--- config.mk ---
export PLATFORM = sky130hd
export DESIGN_NAME = exec_core
export DESIGN_NICKNAME = d
export VERILOG_FILES = /design/src/logic/mips_pkg.sv /design/src/logic/d_decode.sv /design/src/logic/d_regfile.sv /design/src/logic/e_alu.sv /design/src/logic/e_execute.sv /design/src/logic/exec_core.sv
export SDC_FILE = /design/constraint.sdc
export NUM_CORES = 2
export LEC_CHECK = 0
export ABC_AREA = 1
export CELL_PAD_IN_SITES_DETAIL_PLACEMENT = 1
export CELL_PAD_IN_SITES_GLOBAL_PLACEMENT = 1
export CORE_MARGIN = 2
export CORE_UTILIZATION = 44
export DETAILED_ROUTE_END_ITERATION = 10
export DONT_BUFFER_PORTS = 1
export PLACE_DENSITY = 0.76
export SYNTH_ARGS = -nofsm -noshare
export SYNTH_HDL_FRONTEND = slang
export SYNTH_SLANG_ARGS = --single-unit
--- constraint.sdc ---
create_clock -name i_clk -period 3.6 [get_ports i_clk]
set_input_delay 0.18 -clock i_clk [delete_from_list [all_inputs] [get_ports i_clk]]
set_output_delay 0.18 -clock i_clk [all_outputs]
set_load 0.03 [all_outputs]
--- src/logic/mips_pkg.sv ---
`default_nettype none

package mips_pkg;

	// datapath and register file geometry
	localparam int XLEN = 32;
	localparam int REG_W = 5;
	localparam int NREGS = 32;

	// major opcodes, only the ones this slice executes
	typedef enum logic [5:0] {
		OP_RTYPE = 6'h00,
		OP_ADDI = 6'h08,
		OP_ADDIU = 6'h09,
		OP_SLTI = 6'h0a,
		OP_SLTIU = 6'h0b,
		OP_ANDI = 6'h0c,
		OP_ORI = 6'h0d,
		OP_XORI = 6'h0e,
		OP_LUI = 6'h0f
	} opcode_e;

	// r-type function field
	typedef enum logic [5:0] {
		FN_SLL = 6'h00,
		FN_SRL = 6'h02,
		FN_SRA = 6'h03,
		FN_ADD = 6'h20,
		FN_ADDU = 6'h21,
		FN_SUB = 6'h22,
		FN_SUBU = 6'h23,
		FN_AND = 6'h24,
		FN_OR = 6'h25,
		FN_XOR = 6'h26,
		FN_NOR = 6'h27,
		FN_SLT = 6'h2a,
		FN_SLTU = 6'h2b
	} funct_e;

	// alu control, same numbering as the existing alu
	// 10, 11, 14, 15 left undefined
	typedef enum logic [3:0] {
		ALU_AND = 4'd0,
		ALU_OR = 4'd1,
		ALU_ADD = 4'd2,
		ALU_SLL = 4'd3,
		ALU_SRL = 4'd4,
		ALU_SRA = 4'd5,
		ALU_SUB = 4'd6,
		ALU_SLTU = 4'd7,
		ALU_LUI = 4'd8,
		ALU_SLT = 4'd9,
		ALU_NOR = 4'd12,
		ALU_XOR = 4'd13
	} alu_op_e;

	// r-type view of the instruction word
	typedef struct packed {
		opcode_e opcode;
		logic [REG_W-1:0] rs;
		logic [REG_W-1:0] rt;
		logic [REG_W-1:0] rd;
		logic [4:0] shamt;
		funct_e funct;
	} instr_r_t;

	// i-type view of the same word
	typedef struct packed {
		opcode_e opcode;
		logic [REG_W-1:0] rs;
		logic [REG_W-1:0] rt;
		logic [15:0] imm16;
	} instr_i_t;

	// one word, two decodings
	typedef union packed {
		instr_r_t r;
		instr_i_t i;
	} instr_u;

	// decode to execute
	typedef struct packed {
		logic valid;
		logic wr_en;
		logic [REG_W-1:0] rd;
		logic [REG_W-1:0] src_a;
		logic [REG_W-1:0] src_b;
		// operand b already holds the extended immediate
		logic use_imm;
		alu_op_e alu_op;
		logic [4:0] shamt;
		logic [XLEN-1:0] op_a;
		logic [XLEN-1:0] op_b;
	} de_t;

	// execute to writeback
	typedef struct packed {
		logic valid;
		logic wr_en;
		logic [REG_W-1:0] rd;
		logic [XLEN-1:0] result;
	} ew_t;

endpackage

`default_nettype wire

--- src/logic/d_decode.sv ---
`timescale 1ns/1ps
`default_nettype none

module d_decode (
	input wire logic i_clk,
	input wire logic i_arst_n,
	input wire logic i_instr_valid,
	input wire mips_pkg::instr_u i_instr,
	output logic [mips_pkg::REG_W-1:0] o_rd_addr_a,
	output logic [mips_pkg::REG_W-1:0] o_rd_addr_b,
	input wire logic [mips_pkg::XLEN-1:0] i_rd_data_a,
	input wire logic [mips_pkg::XLEN-1:0] i_rd_data_b,
	output mips_pkg::de_t o_de
);

	import mips_pkg::*;

	instr_r_t ir;
	instr_i_t ii;
	logic [XLEN-1:0] imm_sext;
	logic [XLEN-1:0] imm_zext;
	de_t de_d;
	de_t de_q;
	logic valid_q;
	logic wr_en_q;

	assign ir = i_instr.r;
	assign ii = i_instr.i;

	// rs and rt sit at the same bits in both formats
	assign o_rd_addr_a = ir.rs;
	assign o_rd_addr_b = ir.rt;

	assign imm_sext = {{(XLEN-16){ii.imm16[15]}}, ii.imm16};
	assign imm_zext = {{(XLEN-16){1'b0}}, ii.imm16};

	always_comb begin
		de_d = '0;
		de_d.src_a = ir.rs;
		de_d.src_b = ir.rt;
		de_d.op_a = i_rd_data_a;
		de_d.op_b = i_rd_data_b;
		if (ir.opcode == OP_RTYPE) begin
			// r-type, result goes to rd
			de_d.rd = ir.rd;
			de_d.shamt = ir.shamt;
			de_d.wr_en = 1'b1;
			case (ir.funct)
				FN_SLL: de_d.alu_op = ALU_SLL;
				FN_SRL: de_d.alu_op = ALU_SRL;
				FN_SRA: de_d.alu_op = ALU_SRA;
				// no overflow trap, add same as addu
				FN_ADD, FN_ADDU: de_d.alu_op = ALU_ADD;
				FN_SUB, FN_SUBU: de_d.alu_op = ALU_SUB;
				FN_AND: de_d.alu_op = ALU_AND;
				FN_OR: de_d.alu_op = ALU_OR;
				FN_XOR: de_d.alu_op = ALU_XOR;
				FN_NOR: de_d.alu_op = ALU_NOR;
				FN_SLT: de_d.alu_op = ALU_SLT;
				FN_SLTU: de_d.alu_op = ALU_SLTU;
				// unknown funct, flows through without a write
				default: de_d.wr_en = 1'b0;
			endcase
		end else begin
			// i-type, result goes to rt, b is the immediate
			de_d.rd = ii.rt;
			de_d.use_imm = 1'b1;
			de_d.wr_en = 1'b1;
			case (ii.opcode)
				OP_ADDI, OP_ADDIU: begin
					de_d.alu_op = ALU_ADD;
					de_d.op_b = imm_sext;
				end
				// sltiu compares against the sign-extended value too
				OP_SLTI: begin
					de_d.alu_op = ALU_SLT;
					de_d.op_b = imm_sext;
				end
				OP_SLTIU: begin
					de_d.alu_op = ALU_SLTU;
					de_d.op_b = imm_sext;
				end
				OP_ANDI: begin
					de_d.alu_op = ALU_AND;
					de_d.op_b = imm_zext;
				end
				OP_ORI: begin
					de_d.alu_op = ALU_OR;
					de_d.op_b = imm_zext;
				end
				OP_XORI: begin
					de_d.alu_op = ALU_XOR;
					de_d.op_b = imm_zext;
				end
				// raw immediate, alu moves it to the upper half
				OP_LUI: begin
					de_d.alu_op = ALU_LUI;
					de_d.op_b = imm_zext;
				end
				default: begin
					de_d.wr_en = 1'b0;
					de_d.op_b = imm_zext;
				end
			endcase
		end
	end

	// control bits
	always_ff @(posedge i_clk or negedge i_arst_n) begin
		if (!i_arst_n) begin
			valid_q <= 1'b0;
			wr_en_q <= 1'b0;
		end else begin
			valid_q <= i_instr_valid;
			wr_en_q <= i_instr_valid & de_d.wr_en;
		end
	end

	// payload, loaded only for a valid word
	always_ff @(posedge i_clk) begin
		if (i_instr_valid) begin
			de_q <= de_d;
		end
	end

	always_comb begin
		o_de = de_q;
		o_de.valid = valid_q;
		o_de.wr_en = wr_en_q;
	end

endmodule

`default_nettype wire

--- src/logic/d_regfile.sv ---
`timescale 1ns/1ps
`default_nettype none

module d_regfile (
	input wire logic i_clk,
	input wire logic i_arst_n,
	input wire logic [mips_pkg::REG_W-1:0] i_rd_addr_a,
	input wire logic [mips_pkg::REG_W-1:0] i_rd_addr_b,
	output logic [mips_pkg::XLEN-1:0] o_rd_data_a,
	output logic [mips_pkg::XLEN-1:0] o_rd_data_b,
	input wire logic i_wr_en,
	input wire logic [mips_pkg::REG_W-1:0] i_wr_addr,
	input wire logic [mips_pkg::XLEN-1:0] i_wr_data
);

	import mips_pkg::*;

	// r1..r31 only, r0 has no storage
	logic [XLEN-1:0] regs [1:NREGS-1];

	// one read port
	// r0 is zero, a same-cycle write to the address wins
	function automatic logic [XLEN-1:0] read_port(input logic [REG_W-1:0] addr);
		logic [XLEN-1:0] data;
		if (addr == '0) begin
			data = '0;
		end else if (i_wr_en && (i_wr_addr == addr)) begin
			data = i_wr_data;
		end else begin
			data = regs[addr];
		end
		return data;
	endfunction

	// writes to r0 dropped here
	always_ff @(posedge i_clk or negedge i_arst_n) begin
		if (!i_arst_n) begin
			for (int i = 1; i < NREGS; i++) begin
				regs[i] <= '0;
			end
		end else if (i_wr_en && (i_wr_addr != '0)) begin
			regs[i_wr_addr] <= i_wr_data;
		end
	end

	// two identical combinational read ports
	always_comb begin
		o_rd_data_a = read_port(i_rd_addr_a);
		o_rd_data_b = read_port(i_rd_addr_b);
	end

endmodule

`default_nettype wire

--- src/logic/e_alu.sv ---
`timescale 1ns/1ps
`default_nettype none

module e_alu (
	input wire logic [mips_pkg::XLEN-1:0] i_data_a,
	input wire logic [mips_pkg::XLEN-1:0] i_data_b,
	input wire mips_pkg::alu_op_e i_alu_ctrl,
	input wire logic [$clog2(mips_pkg::XLEN)-1:0] i_shamt,
	output logic [mips_pkg::XLEN-1:0] o_result
);

	import mips_pkg::*;

	always_comb begin
		// undefined control codes give zero
		o_result = '0;
		case (i_alu_ctrl)
			ALU_AND: o_result = i_data_a & i_data_b;
			ALU_OR: o_result = i_data_a | i_data_b;
			// add and addu
			ALU_ADD: o_result = i_data_a + i_data_b;
			// sub and subu
			ALU_SUB: o_result = i_data_a - i_data_b;
			ALU_NOR: o_result = ~(i_data_a | i_data_b);
			ALU_XOR: o_result = i_data_a ^ i_data_b;
			// shifts act on b, amount from the shamt field
			ALU_SLL: o_result = i_data_b << i_shamt;
			// zero fill
			ALU_SRL: o_result = i_data_b >> i_shamt;
			// sign fill
			ALU_SRA: o_result = $signed(i_data_b) >>> i_shamt;
			ALU_SLTU: begin
				o_result = {{(XLEN-1){1'b0}}, (i_data_a < i_data_b)};
			end
			ALU_SLT: begin
				o_result = {{(XLEN-1){1'b0}}, ($signed(i_data_a) < $signed(i_data_b))};
			end
			// low half of b into the upper half
			ALU_LUI: o_result = {i_data_b[XLEN/2-1:0], {(XLEN/2){1'b0}}};
			default: o_result = '0;
		endcase
	end

endmodule

`default_nettype wire

--- src/logic/e_execute.sv ---
`timescale 1ns/1ps
`default_nettype none

module e_execute (
	input wire logic i_clk,
	input wire logic i_arst_n,
	input wire mips_pkg::de_t i_de,
	input wire mips_pkg::ew_t i_fwd,
	output mips_pkg::ew_t o_ew
);

	import mips_pkg::*;

	logic fwd_live;
	logic fwd_hit_a;
	logic fwd_hit_b;
	logic [XLEN-1:0] alu_a;
	logic [XLEN-1:0] alu_b;
	logic [XLEN-1:0] alu_res;
	logic valid_q;
	logic wr_en_q;
	logic [REG_W-1:0] rd_q;
	logic [XLEN-1:0] result_q;

	// the instruction just ahead, if it writes a register
	assign fwd_live = i_fwd.valid & i_fwd.wr_en;

	// r0 never forwarded
	assign fwd_hit_a = fwd_live && (i_fwd.rd == i_de.src_a) && (i_de.src_a != '0);
	// immediate operand is never replaced
	assign fwd_hit_b = fwd_live && !i_de.use_imm
		&& (i_fwd.rd == i_de.src_b) && (i_de.src_b != '0);

	assign alu_a = fwd_hit_a ? i_fwd.result : i_de.op_a;
	assign alu_b = fwd_hit_b ? i_fwd.result : i_de.op_b;

	e_alu alu_i (
		.i_data_a(alu_a),
		.i_data_b(alu_b),
		.i_alu_ctrl(i_de.alu_op),
		.i_shamt(i_de.shamt),
		.o_result(alu_res)
	);

	always_ff @(posedge i_clk or negedge i_arst_n) begin
		if (!i_arst_n) begin
			valid_q <= 1'b0;
			wr_en_q <= 1'b0;
		end else begin
			valid_q <= i_de.valid;
			wr_en_q <= i_de.valid & i_de.wr_en;
		end
	end

	// destination and result held until the next valid op
	always_ff @(posedge i_clk) begin
		if (i_de.valid) begin
			rd_q <= i_de.rd;
			result_q <= alu_res;
		end
	end

	assign o_ew = '{valid: valid_q, wr_en: wr_en_q, rd: rd_q, result: result_q};

endmodule

`default_nettype wire

--- src/logic/exec_core.sv ---
`timescale 1ns/1ps
`default_nettype none

module exec_core (
	input wire logic i_clk,
	input wire logic i_arst_n,
	input wire logic i_instr_valid,
	input wire mips_pkg::instr_u i_instr,
	output logic o_wb_valid,
	output logic [mips_pkg::REG_W-1:0] o_wb_rd,
	output logic [mips_pkg::XLEN-1:0] o_wb_data
);

	import mips_pkg::*;

	logic [REG_W-1:0] rd_addr_a;
	logic [REG_W-1:0] rd_addr_b;
	logic [XLEN-1:0] rd_data_a;
	logic [XLEN-1:0] rd_data_b;
	de_t de;
	ew_t ew;
	logic wb_en;

	// a result is committed only when it actually writes
	assign wb_en = ew.valid & ew.wr_en;

	d_decode decode_i (
		.i_clk(i_clk),
		.i_arst_n(i_arst_n),
		.i_instr_valid(i_instr_valid),
		.i_instr(i_instr),
		.o_rd_addr_a(rd_addr_a),
		.o_rd_addr_b(rd_addr_b),
		.i_rd_data_a(rd_data_a),
		.i_rd_data_b(rd_data_b),
		.o_de(de)
	);

	// written from the execute output, read by decode
	d_regfile regfile_i (
		.i_clk(i_clk),
		.i_arst_n(i_arst_n),
		.i_rd_addr_a(rd_addr_a),
		.i_rd_addr_b(rd_addr_b),
		.o_rd_data_a(rd_data_a),
		.o_rd_data_b(rd_data_b),
		.i_wr_en(wb_en),
		.i_wr_addr(ew.rd),
		.i_wr_data(ew.result)
	);

	// ew loops back as the forwarding source
	e_execute execute_i (
		.i_clk(i_clk),
		.i_arst_n(i_arst_n),
		.i_de(de),
		.i_fwd(ew),
		.o_ew(ew)
	);

	assign o_wb_valid = wb_en;
	assign o_wb_rd = ew.rd;
	assign o_wb_data = ew.result;

endmodule

`default_nettype wire

* Word level (Yosys, flattened, before mapping)
Cells that the tools add are included.
** Operators by class
- Equal/unequal tests :: 35
- $lt $le $gt $ge :: 6
- Muxes and demuxes :: 24
- Reduce and logical (&&, ||, !) cells :: 24
- Add/sub/neg operators :: 2
- Bitwise logic cells :: 10
- Shift operators :: 3
** Operators with widths (count)
- $bwmux 992 :: 1
- $mux 32 :: 12
- $pmux 32 s12 :: 1
- $bmux 32 s5 :: 2
- $demux 32 s5 :: 1
- $lt 32x32->1 :: 2
- $eq 6x6->1 const B :: 10
- $eq 6x4->1 const B :: 8
- $pmux 4 s10 :: 1
- $add 32x32->32 :: 1
- $and 32x32->32 :: 1
- $not 32->32 :: 1
- $or 32x32->32 :: 1
- $shl 32x5->32 :: 1
- $shr 32x5->32 :: 1
- $sshr 32x5->32 :: 1
- $sub 32x32->32 :: 1
- $xor 32x32->32 :: 1
- $pmux 4 s6 :: 1
- $eq 5x5->1 :: 4
- $ge 6x6->1 const B :: 3
- $not 5->6 :: 3
- $eq 4x3->1 const B :: 4
- $eq 4x4->1 const B :: 4
- other kinds (18) :: 38
** Storage, ports and cells
- Register bits :: 1122
- Word-level logic and storage cells :: 149
- Bits of input ports :: 35

* Depth between registers and ports, before layout
- Depth after elaboration :: 8
- Depth in mapped cells :: 28

* By module
From an unflattened synthesis, not the netlist that was laid out.
** Unflattened totals
- Cell total of the unflattened synthesis :: 10854
- Area, all modules :: 72376.9 um^2
** Modules (own cells, without submodules)
- d_regfile :: cells each 8048, instances 1, area an instance 55831.0 um^2, seq. area each 24823.8 um^2
- e_alu :: cells each 2198, instances 1, area an instance 10402.5 um^2, seq. area each 0.0 um^2
- d_decode :: cells each 283, instances 1, area an instance 3628.5 um^2, seq. area each 2722.6 um^2
- e_execute :: cells each 323, instances 1, area an instance 2507.4 um^2, seq. area each 1161.1 um^2
- exec_core :: cells each 2, instances 1, area an instance 7.5 um^2, seq. area each 0.0 um^2

* Least setup slack after synthesis
Ideal clock, no wire load.
- Kind :: reg-to-reg
- Start :: register execute_i.rd_q[2]
- End :: register execute_i.result_q[0], data pin
- Stages on the path, launching flop included :: 26
- Slack :: -538 ps
- Buffers on the path :: 3
- Arrival :: 3883 ps
- Cells stage by stage :: edfxtp_1 -> buf_2 -> inv_2 -> clkbuf_1 -> nor2_1 -> a211oi_1 -> nand3_1 -> clkbuf_1 -> nand2_1 -> o21ai_0 -> inv_1 -> ha_1 -> inv_1 -> fa_1 -> nand3_1 -> and2_1 -> o21ai_1 -> a21oi_1 -> inv_1 -> nand2_1 -> nand2_1 -> nand3_1 -> nand2_1 -> xor2_1 -> a21oi_1 -> nand2_1
** On the way
- Word-level cells in the longest chain between the ends :: 7
** RTL lines
- from (decl) :: RTL line e_execute.sv:22 : logic [REG_W-1:0] rd_q;
- from (signal assigned) :: RTL line e_execute.sv:58 : rd_q <= i_de.rd;
- parallel branches: the longest is 6 deep, another holds $sub 32x32->32
- $pmux 32 s12 (*) :: RTL line e_alu.sv:17 : case (i_alu_ctrl)
- to (signal assigned) :: RTL line e_execute.sv:59 : result_q <= alu_res;
- to (decl) :: RTL line e_execute.sv:23 : logic [XLEN-1:0] result_q;
Mark *: on every way between the ends.
A chain may end at the register's enable or synchronous reset.

* Worst setup path in the final report
- Start :: register execute_i.rd_q[0]
- End :: register execute_i.result_q[20], data pin
Same word-level chain as after synthesis.

==> out/metrics.yaml <==
min_path:
  hp-class: "in2reg"
pwr:
  peakVddDrop_mv: 0.426
  p_leak_nw: 35.6
  power_density_nw_per_um2: 421
yosys:
  synth_edf_count: 126
  syn_area_per_cell_um2: 7.37
  synthesis.area_um2: 67400
  synth_seq_cells: 1122
  ys.flop_type: "dfrtp_1"
  yosysSeqAreaShare_pct: 42.6
  mappedNetlistNets: 9277
  synthCells: 9144
  synth_cell_types: 55
  ys_warn_count: 0
  netlist_top_cells_area: "dfrtp_1, o21ai_0, nand2_1"
  synth_top_area_cell: "dfrtp_1"
  async_flop_share_pct: 88.8
  synth_top_area_share_pct: 37.0
timing:
  layout_setup_ws_ps: -395
  max_freq_mhz: 250
  fin_crit_sh_pct: 111
  setup_viol: 28
  skew_ps: 62.3
  hold_viol_final: 0
  rsz0062_at_grt: "yes"
  hold_ws_ps: 41.2
  finalCriticalPeriod_ps: 3990
  maxSlewViolCount: 146
  worst_slew_pin_slew_ps: 1640
  max_slew_margin_pct: -9.33
clock_network:
  root_buffer: "clkbuf_16"
  clock-sinks: 1122
  cts_tree: "built"
  clkTransAtPathRegs_ps: 60
  insertion_delay_ps: 830
  cts_buffer_depth: 3
  cts-buffers-inserted: 133
  htreeDepth: 4
finish:
  syn_to_final_growth_pct: 22.0
  fin_nets: 9534
  final_common_cell: "o21ai_0"
  nFillCells: 18400
  drive_gt1_share_pct: 16.7
  final_util_pct: 54.1
  final_cell_mix: "o21ai_0, nand2_1, dfrtp_1"
die:
  fp.dieH_um: 395
  placementRows: 143
  core_area_um2: 152000
  die_x_um: 395
  start_util_pct: 44.3
  die_area_um2: 156000
  io_pins: 73
routing:
  drt_iter0_drc: 9673
  top_layer_used: "met5"
  wl_met2_um: 154000
  wl_met1_um: 141000
  wl_per_cell_um: 31.1
  wl_um: 359000
  wl_met3_um: 38700
  via_per_inst: 6.65
  drc: 0
  num_vias: 76800
  drtAntennaViolNets: 0
  first_pass_iters: 6
grt:
  antenna_found_initial: 19
  grt_pass1_wl_um: 524000
  grt_usage_pct: 44.9
  grt_max_degree: 997
  grt_pass1_vias: 77200
  overflow: 0
placed_design:
  place_hpwl_um: 221000
  gp_congestion: 1.06
  io_buffers: 0
outcome:
  violations: "slew limit, setup timing"
  outcome: "complete, but fails checks"
worst_setup_path:
  max_stage_delay_ps: 450
  cp_cell_sequence: "inv_2 > o22ai_2 > a2111oi_4 > nand3_2 > buf_12 > buf_16 > buf_4 > o21ai_4 > inv_2 > ha_4 > nand4_1 > buf_4 > nor2_4 > nand4_1 > nand3_1 > buf_4 > nand2_1 > nand3_2 > o2111ai_2 > a21oi_1 > nand3_1"
  critPathKind: "reg2reg"
  crit_fanout: 8
  required_ps: 4100
  crit_buf_inv: 7
  cp_common_cell: "buf_4"
  startpoint_type: "flip-flop"
  arrival_ps: 4500
  crit_slowest_cell: "edfxtp_1"
  end_kind: "flip-flop"
  critical-path-top-delay-family: "simple AND/OR/NAND/NOR gates"
run:
  cap_violations: 0
-- power breakdown --
part / total [mW] / internal (mW) / switching (mW)
sequential: 13.6 / 13.2 / 0.386
clock: 13.8 / 7.66 / 6.15
combinational: 7.23 / 2.45 / 4.79
total: 34.6 / 23.3 / 11.3
-- area by class of cell --
cell class | count | area [um2] | share of cell area, %
Timing Repair Buffer | 932 | 8420 | 10.2
Sequential cell | 1122 | 28700 | 34.9
Antenna cell | 10 | 25.0 | 0.0305
Multi-Input combinational cell | 6711 | 36100 | 43.9
Inverter | 501 | 1950 | 2.37
Tap cell | 2030 | 2540 | 3.09
Clock inverter | 42 | 495 | 0.603
Clock buffer | 200 | 3930 | 4.79
-- cells in the mapped netlist, types with 4 or more instances --
cell,n
o2111ai_1,11
nor3_1,24
nor2_1,769
clkinv_1,7
a211oi_1,27
nand3_2,13
inv_2,19
o21ai_1,17
o31ai_1,16
dfrtp_1,996
xor2_1,5
clkbuf_1,672
a21oi_1,427
o211ai_1,157
nand2_1,1808
a32o_1,16
nand4_1,69
o221ai_1,165
o22ai_1,93
a31oi_1,8
a22oi_1,81
o21bai_1,10
a21boi_0,22
o21a_1,4
nand3_1,640
ha_1,96
nand2_2,19
inv_1,475
o21ai_0,2032
a311oi_1,4
a221oi_1,135
nor4_1,12
buf_1,75
a2111oi_0,4
edfxtp_1,126
buf_4,8
buf_2,51
-- final timing paths --
kind	startpoint	end	slack [ps]	cells past startpoint
worst max-delay path	execute_i.rd_q[0]	execute_i.result_q[20]	-390	21
worst min-delay path	i_instr[19]	decode_i.o_de[27]	40	4
worst max register to register	execute_i.rd_q[0]	execute_i.result_q[20]	-390	21
worst min register to register	decode_i.o_de[88]	execute_i.rd_q[4]	430	0
max in group asynchronous	i_arst_n	decode_i.valid_q	740	4
min in group asynchronous	i_arst_n	regfile_i.regs[274]	100	2
-- per-stage QoR --
step           setup TNS [ps]  total power, mW  instances  cell area (um2)  worst slack [ps]
2_1_floorplan            -265             16.8       9144            67600             -79.3
3_3_place_gp           -13430             19.5      11200            74200              -912
3_5_place_dp           -15110             19.6      11200            74200              -925
4_1_cts                 -4070             33.8      11500            80900              -242
5_1_grt                -11720             35.5      11500            82100              -548
6_report                -7530             34.6      11500            82200              -395
-- what timing repair did --
action	in CTS	in global routing
setup endpoints to repair	29	32
pin swaps	67	106
hold buffers	44	2
resized for setup	355	233
gates cloned	3	0
endpoints found under the hold margin	1147	230
buffers inserted	47	32
-- state kept, by name (all words and copies together), names as in the netlist --
signal	count
decode_i.o_de	89
decode_i.valid_q	1
decode_i.wr_en_q	1
execute_i.rd_q	5
execute_i.result_q	32
execute_i.valid_q	1
execute_i.wr_en_q	1
regfile_i.regs	992
-- worst min-delay path, stage by stage --
cell      delay (ps)
nand3_1          110
nand3_1           90
a21boi_0         110
o21ai_0          190
-- cell families (layout without fill, tap and decap cells) --
| logic type | count (synthesis) | count (layout) | share of synthesized area [%] |
|---|---|---|---|
| and+or+nand+nor | 3370 | 3370 | 20.6 |
| buffers and inverters | 1311 | 1675 | 7.48 |
| xor gates and xnor gates | 6 | 6 | 0.0780 |
| adders and majority gates | 98 | 98 | 1.84 |
| DFF | 1122 | 1122 | 42.6 |
| AOI/OAI and AO/OA | 3237 | 3237 | 27.4 |
| other | 0 | 10 | 0 |
-- routing by layer --
metal	track usage, %	vias up
met5	0	-
met4	27.6	30
met3	11.5	1248
met2	66.4	4669
met1	58.9	38500
li1	-	32300
(Power assumes the default switching activity.)
